### src/ttag_ctrl_pkg.sv
// status bit positions and the clear/status vector type used by the sync and status blocks
`default_nettype none

package ttag_ctrl_pkg;

	localparam int STAT_N = 4; // number of sticky event flags

	// bit position of each event flag in teststatus and in status_clr
	typedef enum logic [1:0] {
		STAT_SLOW = 2'd0, // slow (muon) trigger seen
		STAT_PPS  = 2'd1, // pps edge seen
		STAT_FAST = 2'd2, // fast (shower) trigger seen
		STAT_DEAD = 2'd3  // end of dead period seen
	} status_bit_e;

	typedef logic [STAT_N-1:0] status_vec_t; // clear bits in, status bits out

endpackage

`default_nettype wire

### src/ttag_time_pkg.sv
// time word widths and types shared by the counters, event buffers and top of the time tagger
`default_nettype none

package ttag_time_pkg;

	localparam int NS_W  = 27; // free-running clock-cycle counter, wraps above one second at 120 MHz
	localparam int SEC_W = 28; // pps seconds counter
	localparam int TAG_W = 4;  // trigger memory tag carried in the ns word

	typedef logic [NS_W-1:0]  ns_count_t;  // cycle count value
	typedef logic [SEC_W-1:0] sec_count_t; // seconds count value
	typedef logic [TAG_W-1:0] tag_t;       // trigger memory tag
	typedef logic [31:0]      ttag_word_t; // processor-visible register word

	// padding from a counter value up to a full register word
	localparam int NS_PAD  = $bits(ttag_word_t) - NS_W;
	localparam int SEC_PAD = $bits(ttag_word_t) - SEC_W;

endpackage

`default_nettype wire

### src/ttag_dead_timer.sv
// measures each dead period in clock cycles and holds the last width for readout
`timescale 1ns/1ps
`default_nettype none

module ttag_dead_timer import ttag_time_pkg::*; (
	input  logic       clk_120m,    // 120 MHz system clock
	input  logic       ttagres,     // async reset, active high
	input  logic       dead_sync,   // synchronized dead level
	input  logic       dead_end_stb,// falling edge of dead
	output ttag_word_t c120deadout  // width of the last dead period
);

	ns_count_t dead_cnt; // cycles spent dead so far
	ns_count_t dead_q;   // pipeline register, lines the count up with the end strobe

	always_ff @(posedge clk_120m or posedge ttagres) begin
		if (ttagres) begin
			dead_cnt    <= '0;
			dead_q      <= '0;
			c120deadout <= '0;
		end else begin
			if (dead_sync) begin
				dead_cnt <= dead_cnt + 1'b1;
			end else begin
				dead_cnt <= '0; // idle between dead periods
			end
			dead_q <= dead_cnt;
			if (dead_end_stb) begin
				c120deadout <= {{NS_PAD{1'b0}}, dead_q}; // final width still in dead_q here
			end
		end
	end

endmodule

`default_nettype wire

### src/ttag_event_buffer.sv
// trigger time buffer: registered slot decode, four-word records per slot and a read mux
`timescale 1ns/1ps
`default_nettype none

module ttag_event_buffer import ttag_time_pkg::*; #(
	parameter int NUM_SLOTS = 4 // buffer depth
) (
	input  logic                         clk_120m,   // 120 MHz system clock
	input  logic                         ttagres,    // async reset, active high
	input  logic                         trig_stb,   // trigger edge, one cycle
	input  tag_t                         tag,        // trigger memory tag
	input  logic [$clog2(NUM_SLOTS)-1:0] wr_slot,    // slot to write on the next trigger
	input  logic [$clog2(NUM_SLOTS)-1:0] rd_slot,    // slot shown at the outputs
	input  ns_count_t                    ns_now,     // current cycle count
	input  sec_count_t                   sec_now,    // current seconds
	input  ttag_word_t                   c120mout,   // cycle count at last pps
	input  ttag_word_t                   c120calout, // calibration at last pps
	output ttag_word_t                   rd_ns,      // tag, zero bit and cycle count
	output ttag_word_t                   rd_sec,     // seconds, zero-extended
	output ttag_word_t                   rd_mout,    // c120mout at trigger time
	output ttag_word_t                   rd_calout   // c120calout at trigger time
);

	logic [NUM_SLOTS-1:0] wr_ena;   // one-hot slot enable, one cycle behind wr_slot
	ttag_word_t           ns_word;  // packed ns field for the incoming record
	ttag_word_t           sec_word; // packed seconds field

	ttag_word_t rec_ns    [NUM_SLOTS]; // per-slot records
	ttag_word_t rec_sec   [NUM_SLOTS];
	ttag_word_t rec_mout  [NUM_SLOTS];
	ttag_word_t rec_calout[NUM_SLOTS];

	assign ns_word  = {tag, 1'b0, ns_now};          // tag in [31:28], bit 27 held low
	assign sec_word = {{SEC_PAD{1'b0}}, sec_now};

	// write address decoder
	always_ff @(posedge clk_120m or posedge ttagres) begin
		if (ttagres) begin
			wr_ena <= '0;
		end else begin
			wr_ena <= {{(NUM_SLOTS-1){1'b0}}, 1'b1} << wr_slot;
		end
	end

	// slot records, the whole record lands in one cycle
	always_ff @(posedge clk_120m or posedge ttagres) begin
		if (ttagres) begin
			for (int i = 0; i < NUM_SLOTS; i++) begin
				rec_ns[i]     <= '0;
				rec_sec[i]    <= '0;
				rec_mout[i]   <= '0;
				rec_calout[i] <= '0;
			end
		end else if (trig_stb) begin
			for (int i = 0; i < NUM_SLOTS; i++) begin
				if (wr_ena[i]) begin // overwrite, no back-pressure
					rec_ns[i]     <= ns_word;
					rec_sec[i]    <= sec_word;
					rec_mout[i]   <= c120mout;
					rec_calout[i] <= c120calout;
				end
			end
		end
	end

	// combinational read
	assign rd_ns     = rec_ns[rd_slot];
	assign rd_sec    = rec_sec[rd_slot];
	assign rd_mout   = rec_mout[rd_slot];
	assign rd_calout = rec_calout[rd_slot];

endmodule

`default_nettype wire

### src/ttag_status.sv
// sticky test-status flags for pps, triggers and dead end, each with its own clear bit
`timescale 1ns/1ps
`default_nettype none

module ttag_status import ttag_time_pkg::*; import ttag_ctrl_pkg::*; (
	input  logic        clk_120m,     // 120 MHz system clock
	input  logic        ttagres,      // async reset, active high
	input  logic        pps_stb,      // pps edge
	input  logic        fast_stb,     // fast trigger edge
	input  logic        slow_stb,     // slow trigger edge
	input  logic        dead_end_stb, // end of dead period
	input  status_vec_t clr_sync,     // synchronized clear bits
	output ttag_word_t  teststatus    // flags in the low bits
);

	status_vec_t stat_set; // events seen this cycle, by flag position
	status_vec_t stat_q;   // sticky flags

	assign stat_set[STAT_SLOW] = slow_stb;
	assign stat_set[STAT_PPS]  = pps_stb;
	assign stat_set[STAT_FAST] = fast_stb;
	assign stat_set[STAT_DEAD] = dead_end_stb;

	always_ff @(posedge clk_120m or posedge ttagres) begin
		if (ttagres) begin
			stat_q <= '0;
		end else begin
			stat_q <= (stat_q | stat_set) & ~clr_sync; // a held clear wins over a new event
		end
	end

	assign teststatus = {{($bits(ttag_word_t) - STAT_N){1'b0}}, stat_q};

endmodule

`default_nettype wire

### src/ttag_sync.sv
// brings pps, triggers, dead and clear bits into clk_120m and makes one-cycle edge strobes
`timescale 1ns/1ps
`default_nettype none

module ttag_sync import ttag_ctrl_pkg::*; (
	input  logic        clk_120m,     // 120 MHz system clock
	input  logic        ttagres,      // async reset, active high
	input  logic        pps,          // gps pulse per second
	input  logic        evtclkf,      // fast trigger
	input  logic        evtclks,      // slow trigger
	input  logic        dead,         // dead time level
	input  status_vec_t status_clr,   // clear bits from the processor side
	output logic        pps_stb,      // pps rising edge, one cycle
	output logic        fast_stb,     // fast trigger rising edge
	output logic        slow_stb,     // slow trigger rising edge
	output logic        dead_sync,    // synchronized dead level
	output logic        dead_end_stb, // dead falling edge, one cycle
	output status_vec_t clr_sync      // synchronized clear bits
);

	// channel positions in the packed input vector
	localparam int CH_PPS  = 0;
	localparam int CH_FAST = 1;
	localparam int CH_SLOW = 2;
	localparam int CH_DEAD = 3;
	localparam logic [3:0] FALL_MASK = 4'b1000; // dead is detected on its falling edge

	logic [3:0] raw_in; // async inputs packed together
	(* ASYNC_REG = "TRUE" *) logic [3:0] in_meta;        // first sync stage
	(* ASYNC_REG = "TRUE" *) logic [3:0] in_sync;        // second sync stage
	(* ASYNC_REG = "TRUE" *) status_vec_t clr_meta;      // clear bits, first stage
	(* ASYNC_REG = "TRUE" *) status_vec_t clr_sync_q;    // clear bits, second stage
	logic [3:0] in_dly; // previous synchronized value for edge compare
	logic [3:0] stb_q;  // registered edge strobes

	assign raw_in = {dead, evtclks, evtclkf, pps};

	always_ff @(posedge clk_120m or posedge ttagres) begin
		if (ttagres) begin
			in_meta    <= '0;
			in_sync    <= '0;
			in_dly     <= '0;
			stb_q      <= '0;
			clr_meta   <= '0;
			clr_sync_q <= '0;
		end else begin
			in_meta    <= raw_in;
			in_sync    <= in_meta;
			in_dly     <= in_sync;
			// flip the falling-edge channels so one rising compare serves all
			stb_q      <= (in_sync ^ FALL_MASK) & ~(in_dly ^ FALL_MASK);
			clr_meta   <= status_clr;
			clr_sync_q <= clr_meta; // two cycles behind status_clr
		end
	end

	assign pps_stb      = stb_q[CH_PPS];
	assign fast_stb     = stb_q[CH_FAST];
	assign slow_stb     = stb_q[CH_SLOW];
	assign dead_end_stb = stb_q[CH_DEAD];
	assign dead_sync    = in_sync[CH_DEAD]; // level for the dead counter
	assign clr_sync     = clr_sync_q;

endmodule

`default_nettype wire

### src/ttag_timebase.sv
// free-running cycle count, pps seconds and oscillator calibration with pps capture registers
`timescale 1ns/1ps
`default_nettype none

module ttag_timebase import ttag_time_pkg::*; (
	input  logic       clk_120m,  // 120 MHz system clock
	input  logic       ttagres,   // async reset, active high
	input  logic       pps_stb,   // synchronized pps edge
	output ns_count_t  ns_now,    // registered cycle count
	output sec_count_t sec_now,   // registered seconds count
	output ttag_word_t c120mout,  // cycle count latched at pps
	output ttag_word_t c120calout // cycles per second latched at pps
);

	// restart value of the calibration counter; the counter and its pipeline
	// register together lag the strobe by two cycles, so starting at 2 makes
	// the captured value the full pps-to-pps spacing
	localparam ns_count_t CAL_LOAD = ns_count_t'(2);

	ns_count_t  ns_cnt;  // nanosecond (cycle) counter
	sec_count_t sec_cnt; // seconds counter
	ns_count_t  cal_cnt; // calibration counter, restarted by pps
	ns_count_t  cal_q;   // calibration pipeline register

	always_ff @(posedge clk_120m or posedge ttagres) begin
		if (ttagres) begin
			ns_cnt     <= '0;
			ns_now     <= '0;
			sec_cnt    <= '0;
			sec_now    <= '0;
			cal_cnt    <= '0;
			cal_q      <= '0;
			c120mout   <= '0;
			c120calout <= '0;
		end else begin
			ns_cnt  <= ns_cnt + 1'b1; // wraps at 2**NS_W
			ns_now  <= ns_cnt;
			if (pps_stb) begin
				sec_cnt <= sec_cnt + 1'b1; // one second per pps
			end
			sec_now <= sec_cnt;
			if (pps_stb) begin
				cal_cnt <= CAL_LOAD;
			end else begin
				cal_cnt <= cal_cnt + 1'b1;
			end
			cal_q <= cal_cnt;
			if (pps_stb) begin
				c120mout   <= {{NS_PAD{1'b0}}, ns_now}; // clock phase at pps
				c120calout <= {{NS_PAD{1'b0}}, cal_q};  // cycles in the last second
			end
		end
	end

endmodule

`default_nettype wire

### src/ttag_top.sv
// time tagger top: sync, timebase, shower and muon buffers, dead timer and status
`timescale 1ns/1ps
`default_nettype none

module ttag_top import ttag_time_pkg::*; import ttag_ctrl_pkg::*; #(
	parameter int NUM_SLOTS = 4 // depth of both trigger buffers
) (
	input  logic                         clk_120m,       // 120 MHz system clock
	input  logic                         ttagres,        // async reset, active high
	input  logic                         pps,            // gps pulse per second
	input  logic                         evtclkf,        // fast (shower) trigger
	input  logic                         evtclks,        // slow (muon) trigger
	input  logic                         dead,           // dead time level
	input  tag_t                         evtcnt,         // shower tag from trigger memory
	input  tag_t                         evtcntm,        // muon tag from trigger memory
	input  logic [$clog2(NUM_SLOTS)-1:0] address_wsb,    // shower write slot
	input  logic [$clog2(NUM_SLOTS)-1:0] address_rsb,    // shower read slot
	input  logic [$clog2(NUM_SLOTS)-1:0] address_wmb,    // muon write slot
	input  logic [$clog2(NUM_SLOTS)-1:0] address_rmb,    // muon read slot
	input  status_vec_t                  status_clr,     // status clear bits
	output ttag_word_t                   teststatus,     // sticky event flags
	output ttag_word_t                   c120mout,       // cycle count at pps
	output ttag_word_t                   c120calout,     // cycles per second
	output ttag_word_t                   c120deadout,    // last dead width
	output ttag_word_t                   onanosec,       // shower ns word
	output ttag_word_t                   oseconds,       // shower seconds
	output ttag_word_t                   c120mout_sb,    // shower c120mout copy
	output ttag_word_t                   c120calout_sb,  // shower c120calout copy
	output ttag_word_t                   slowtriggerns,  // muon ns word
	output ttag_word_t                   slowtriggersec, // muon seconds
	output ttag_word_t                   c120mout_mb,    // muon c120mout copy
	output ttag_word_t                   c120calout_mb   // muon c120calout copy
);

	logic        pps_stb;      // strobes from the sync block
	logic        fast_stb;
	logic        slow_stb;
	logic        dead_end_stb;
	logic        dead_sync;
	status_vec_t clr_sync;
	ns_count_t   ns_now;       // timebase to buffers
	sec_count_t  sec_now;

	ttag_sync i_sync (
		.clk_120m(clk_120m), .ttagres(ttagres),
		.pps(pps), .evtclkf(evtclkf), .evtclks(evtclks), .dead(dead),
		.status_clr(status_clr),
		.pps_stb(pps_stb), .fast_stb(fast_stb), .slow_stb(slow_stb),
		.dead_sync(dead_sync), .dead_end_stb(dead_end_stb), .clr_sync(clr_sync)
	);

	ttag_timebase i_timebase (
		.clk_120m(clk_120m), .ttagres(ttagres), .pps_stb(pps_stb),
		.ns_now(ns_now), .sec_now(sec_now),
		.c120mout(c120mout), .c120calout(c120calout)
	);

	ttag_event_buffer #(.NUM_SLOTS(NUM_SLOTS)) i_shower_buf ( // written on fast trigger
		.clk_120m(clk_120m), .ttagres(ttagres), .trig_stb(fast_stb), .tag(evtcnt),
		.wr_slot(address_wsb), .rd_slot(address_rsb),
		.ns_now(ns_now), .sec_now(sec_now), .c120mout(c120mout), .c120calout(c120calout),
		.rd_ns(onanosec), .rd_sec(oseconds),
		.rd_mout(c120mout_sb), .rd_calout(c120calout_sb)
	);

	ttag_event_buffer #(.NUM_SLOTS(NUM_SLOTS)) i_muon_buf ( // written on slow trigger
		.clk_120m(clk_120m), .ttagres(ttagres), .trig_stb(slow_stb), .tag(evtcntm),
		.wr_slot(address_wmb), .rd_slot(address_rmb),
		.ns_now(ns_now), .sec_now(sec_now), .c120mout(c120mout), .c120calout(c120calout),
		.rd_ns(slowtriggerns), .rd_sec(slowtriggersec),
		.rd_mout(c120mout_mb), .rd_calout(c120calout_mb)
	);

	ttag_dead_timer i_dead_timer (
		.clk_120m(clk_120m), .ttagres(ttagres),
		.dead_sync(dead_sync), .dead_end_stb(dead_end_stb), .c120deadout(c120deadout)
	);

	ttag_status i_status (
		.clk_120m(clk_120m), .ttagres(ttagres),
		.pps_stb(pps_stb), .fast_stb(fast_stb), .slow_stb(slow_stb),
		.dead_end_stb(dead_end_stb), .clr_sync(clr_sync), .teststatus(teststatus)
	);

endmodule

`default_nettype wire
### config.mk
export PLATFORM = sky130hd
export DESIGN_NAME = ttag_top
export DESIGN_NICKNAME = d
export VERILOG_FILES = /design/src/ttag_ctrl_pkg.sv /design/src/ttag_time_pkg.sv /design/src/ttag_dead_timer.sv /design/src/ttag_event_buffer.sv /design/src/ttag_status.sv /design/src/ttag_sync.sv /design/src/ttag_timebase.sv /design/src/ttag_top.sv
export SDC_FILE = /design/constraint.sdc
export NUM_CORES = 2
export LEC_CHECK = 0
export CORE_MARGIN = 4
export CORE_UTILIZATION = 32
export DETAILED_ROUTE_END_ITERATION = 10
export DONT_BUFFER_PORTS = 1
export PLACE_DENSITY = 0.45
export REMOVE_ABC_BUFFERS = 1
export SLEW_MARGIN = 5
export SYNTH_ARGS = -nofsm -noshare
export SYNTH_HDL_FRONTEND = slang
export SYNTH_SLANG_ARGS = --single-unit
### constraint.sdc
create_clock -name clk_120m -period 48.7 [get_ports clk_120m]
set_clock_uncertainty 0.15 [all_clocks]
set_input_delay 0 -clock clk_120m [delete_from_list [all_inputs] [get_ports clk_120m]]
set_output_delay 0 -clock clk_120m [all_outputs]
set_load 0.01 [all_outputs]
==> out/metrics.yaml <==
sta:
  fin_crit_sh: 0.0713
  tns_ns: 0
  rsz0062_at_grt: "false"
  slew_viol_final: 0
  fin_ws_ns: 45.23
  tightest_slew_ns: 1.16
  slew_headroom: 0.225
  setup_violations: 0
  hold_viol: 0
  min_period_ns: 3.47
  max_freq_mhz: 288
setup_path:
  worst_path_most_repeated_cell: "buf_4"
  start_kind: "flop"
  cp_max_fo: 41
  crit_slowest_cell: "buf_4"
  cp.arrival_ns: 3.92
  required_ns: 49.15
  criticalPathCategory: "flop to flop"
  max_stage_delay_ns: 0.80
  crit_chain: "nand2_4 > buf_4 > buf_4 > mux2_2"
  end_kind: "flop"
synthesis:
  syn_area_sq_um: 50800
  yosys-top-cells-count: "dfrtp_1, mux2_2, mux4_2, clkbuf_1, buf_4"
  avgSynthCellArea_sq_um: 16.4
  synth_edf_count: 0
  synth-seq-cells: 1239
  synth.area.top_cells: "dfrtp_1, mux2_2, mux4_2"
  yosysWarningCount: 0
  ys_types: 36
  synthArstFlopShare: 1.00
  synth_top_area_share: 0.610
  seq_area_frac_synth: 0.610
  yosysMostFrequentCell: "dfrtp_1"
  synth_flop_cell: "dfrtp_1"
  synthesis.instances: 3093
  yosysTopAreaCell: "dfrtp_1"
clock_tree:
  cts_setup_buffers: 0
  clkTransAtPathRegs_ns: 0.05
  cts_made_buffers: 144
  clock_latency_ns: 0.73
  clock-sinks: 1239
  htreeDepth: 4
  cts_tree: "done"
  cts_max_path_buffers: 3
  cts_resized: 0
  cts_root_buf: "clkbuf_16"
flow_run:
  drv_cap: 0
global_route:
  top_usage_layer: "met2"
  grt_pass1_wl_um: 200000
  grt.total_usage: 0.160
  grt_pass1_vias: 30200
  grtUsageMet1: 0.204
  grt_max_degree: 181
  grt_overflow: 0
  antenna_found_initial: 0
  grt_use_met2: 0.271
  grt_util_met3: 0.0430
hold_path:
  hold_class: "input port to primary output"
cells_and_area:
  num-nets-final: 3185
  insertedDiodeCount: 0
  num-fill-cells: 14600
  drive_above_1_share: 0.455
  area.sequential_sq_um: 31000
  multiInputGateArea_sq_um: 18900
  fin_util: 0.370
  stdcell_count: 5316
  area_delta_synth_final_pct: 14.2
power:
  powerDensity_nw_per_um2: 40.9
  ir_drop_v: 0.0000295
  cellLeakagePower_nw: 27.4
floorplan:
  die_w_um: 407
  start_util: 0.323
  die_y_um: 407
  fp.dieArea_sq_um: 165000
  io_pins: 410
  fp-row-count: 145
  fp.coreArea_sq_um: 157000
routing:
  via_count: 26800
  drc: 0
  drt-initial-drc-count: 1355
  first_pass_iters: 4
  routed_via_density: 5.04
  avgRoutedWirePerCell_um: 24.5
  postRouteAntennaNets: 0
  wirelength_um: 130000
placed_design:
  gp_congestion: 0.709
  placedCellCount: 5010
  portBuffers: 0
  hpwl_um: 74700
  pre_cts_slack_ns: 44.91
outcome:
  status: "complete, no violations"
## state kept, by name (all words and copies together) (netlist names), 108 cells and up
| name | cells |
|---|---|
| i_muon_buf.rec_calout | 108 |
| i_muon_buf.rec_mout | 108 |
| i_muon_buf.rec_ns | 124 |
| i_muon_buf.rec_sec | 112 |
| i_shower_buf.rec_calout | 108 |
| i_shower_buf.rec_mout | 108 |
| i_shower_buf.rec_ns | 124 |
| i_shower_buf.rec_sec | 112 |
## worst max-delay path: cells and delay by family (launching register included)
family / cells / cell delay [ns]
buffers and inverters: 2 / 1.59
and+or+nand+nor: 1 / 0.57
DFF: 1 / 0.50
muxes: 1 / 0.41
## metrics by stage
stage	power, mW	hold WS, ns	instance area [sq um]
after floorplan	1.27	-0.119	49900
after global placement	1.31	-0.118	52800
after detailed placement	1.32	-0.119	52800
after CTS	2.42	0.0827	58100
after global routing	2.48	0.0701	58100
final	2.37	0.0556	58100
## placed cells by master, fill, tap and decap left out, types with 31 or more instances in the layout
| master | n |
|---|---|
| dfrtp_1 | 1238 |
| mux2_2 | 986 |
| mux4_2 | 226 |
| clkbuf_16 | 146 |
| conb_1 | 73 |
| dlygate4sd3_1 | 56 |
| nor2_1 | 46 |
| xnor2_1 | 39 |
| nand3_1 | 36 |
| xor2_1 | 33 |
| buf_4 | 32 |
| nand2_1 | 31 |
| clkbuf_1 | 31 |
## area by class of cell
cell class	instances	share of cell area
clock inverters	45	0.00957
clock buffers	204	0.0713
repair buffers	90	0.0146
flip-flops and latches	1239	0.534
inverters	15	0.00110
multi-input cells	1665	0.325
well taps	2058	0.0444
## power breakdown
| part | internal [mW] | leakage (nW) | switching, mW |
|---|---|---|---|
| logic | 0.0847 | 8.34 | 0.0770 |
| clock network | 0.640 | 2.32 | 0.430 |
| registers | 1.09 | 16.8 | 0.0477 |
## path summary, 6_finish.rpt
check | slack (ns) | end | depth (start not counted) | start
setup reg to reg | 45.23 | i_shower_buf.rec_sec[78]$_DFFE_PP0P_ | 4 | i_sync.stb_q[1]$_DFF_PP0_
hold / removal | 0.06 | c120mout_mb[18] | 1 | address_rmb[1]
hold reg to reg | 0.20 | i_sync.clr_sync[3]$_DFF_PP0_ | 0 | i_sync.clr_meta[3]$_DFF_PP0_
max in group asynchronous | 45.30 | i_sync.stb_q[0]$_DFF_PP0_ | 6 | ttagres
min in group asynchronous | 0.42 | i_shower_buf.rec_mout[65]$_DFFE_PP0P_ | 4 | ttagres
setup / recovery | 45.23 | i_shower_buf.rec_sec[78]$_DFFE_PP0P_ | 4 | i_sync.stb_q[1]$_DFF_PP0_
## layer usage
| layer | vias to the layer above | routed length, um |
|---|---|---|
| met5 | - | 0 |
| met4 | 0 | 2680 |
| met3 | 173 | 7420 |
| met2 | 501 | 64700 |
| met1 | 14800 | 55400 |
| li1 | 11400 | - |
## timing repair
item,in CTS,in global routing
hold buffers,57,0
setup endpoints to repair,0,0
hold endpoints to repair,261,0
## kinds of logic (layout without fill, tap and decap cells)
group	count (synthesis)	after routing	synth area share
flip-flops	1239	1239	0.610
multiplexers	1212	1212	0.319
buffers and inverters	261	354	0.0253
AND/OR/NAND/NOR	244	244	0.0261
XOR/XNOR	72	72	0.0124
AO/OA/AOI/OAI	60	60	0.00645
adder cells (fa/ha/maj)	4	4	0.000985
other	1	73	0.0000738
No activity file was read; power rests on OpenSTA's default activity.
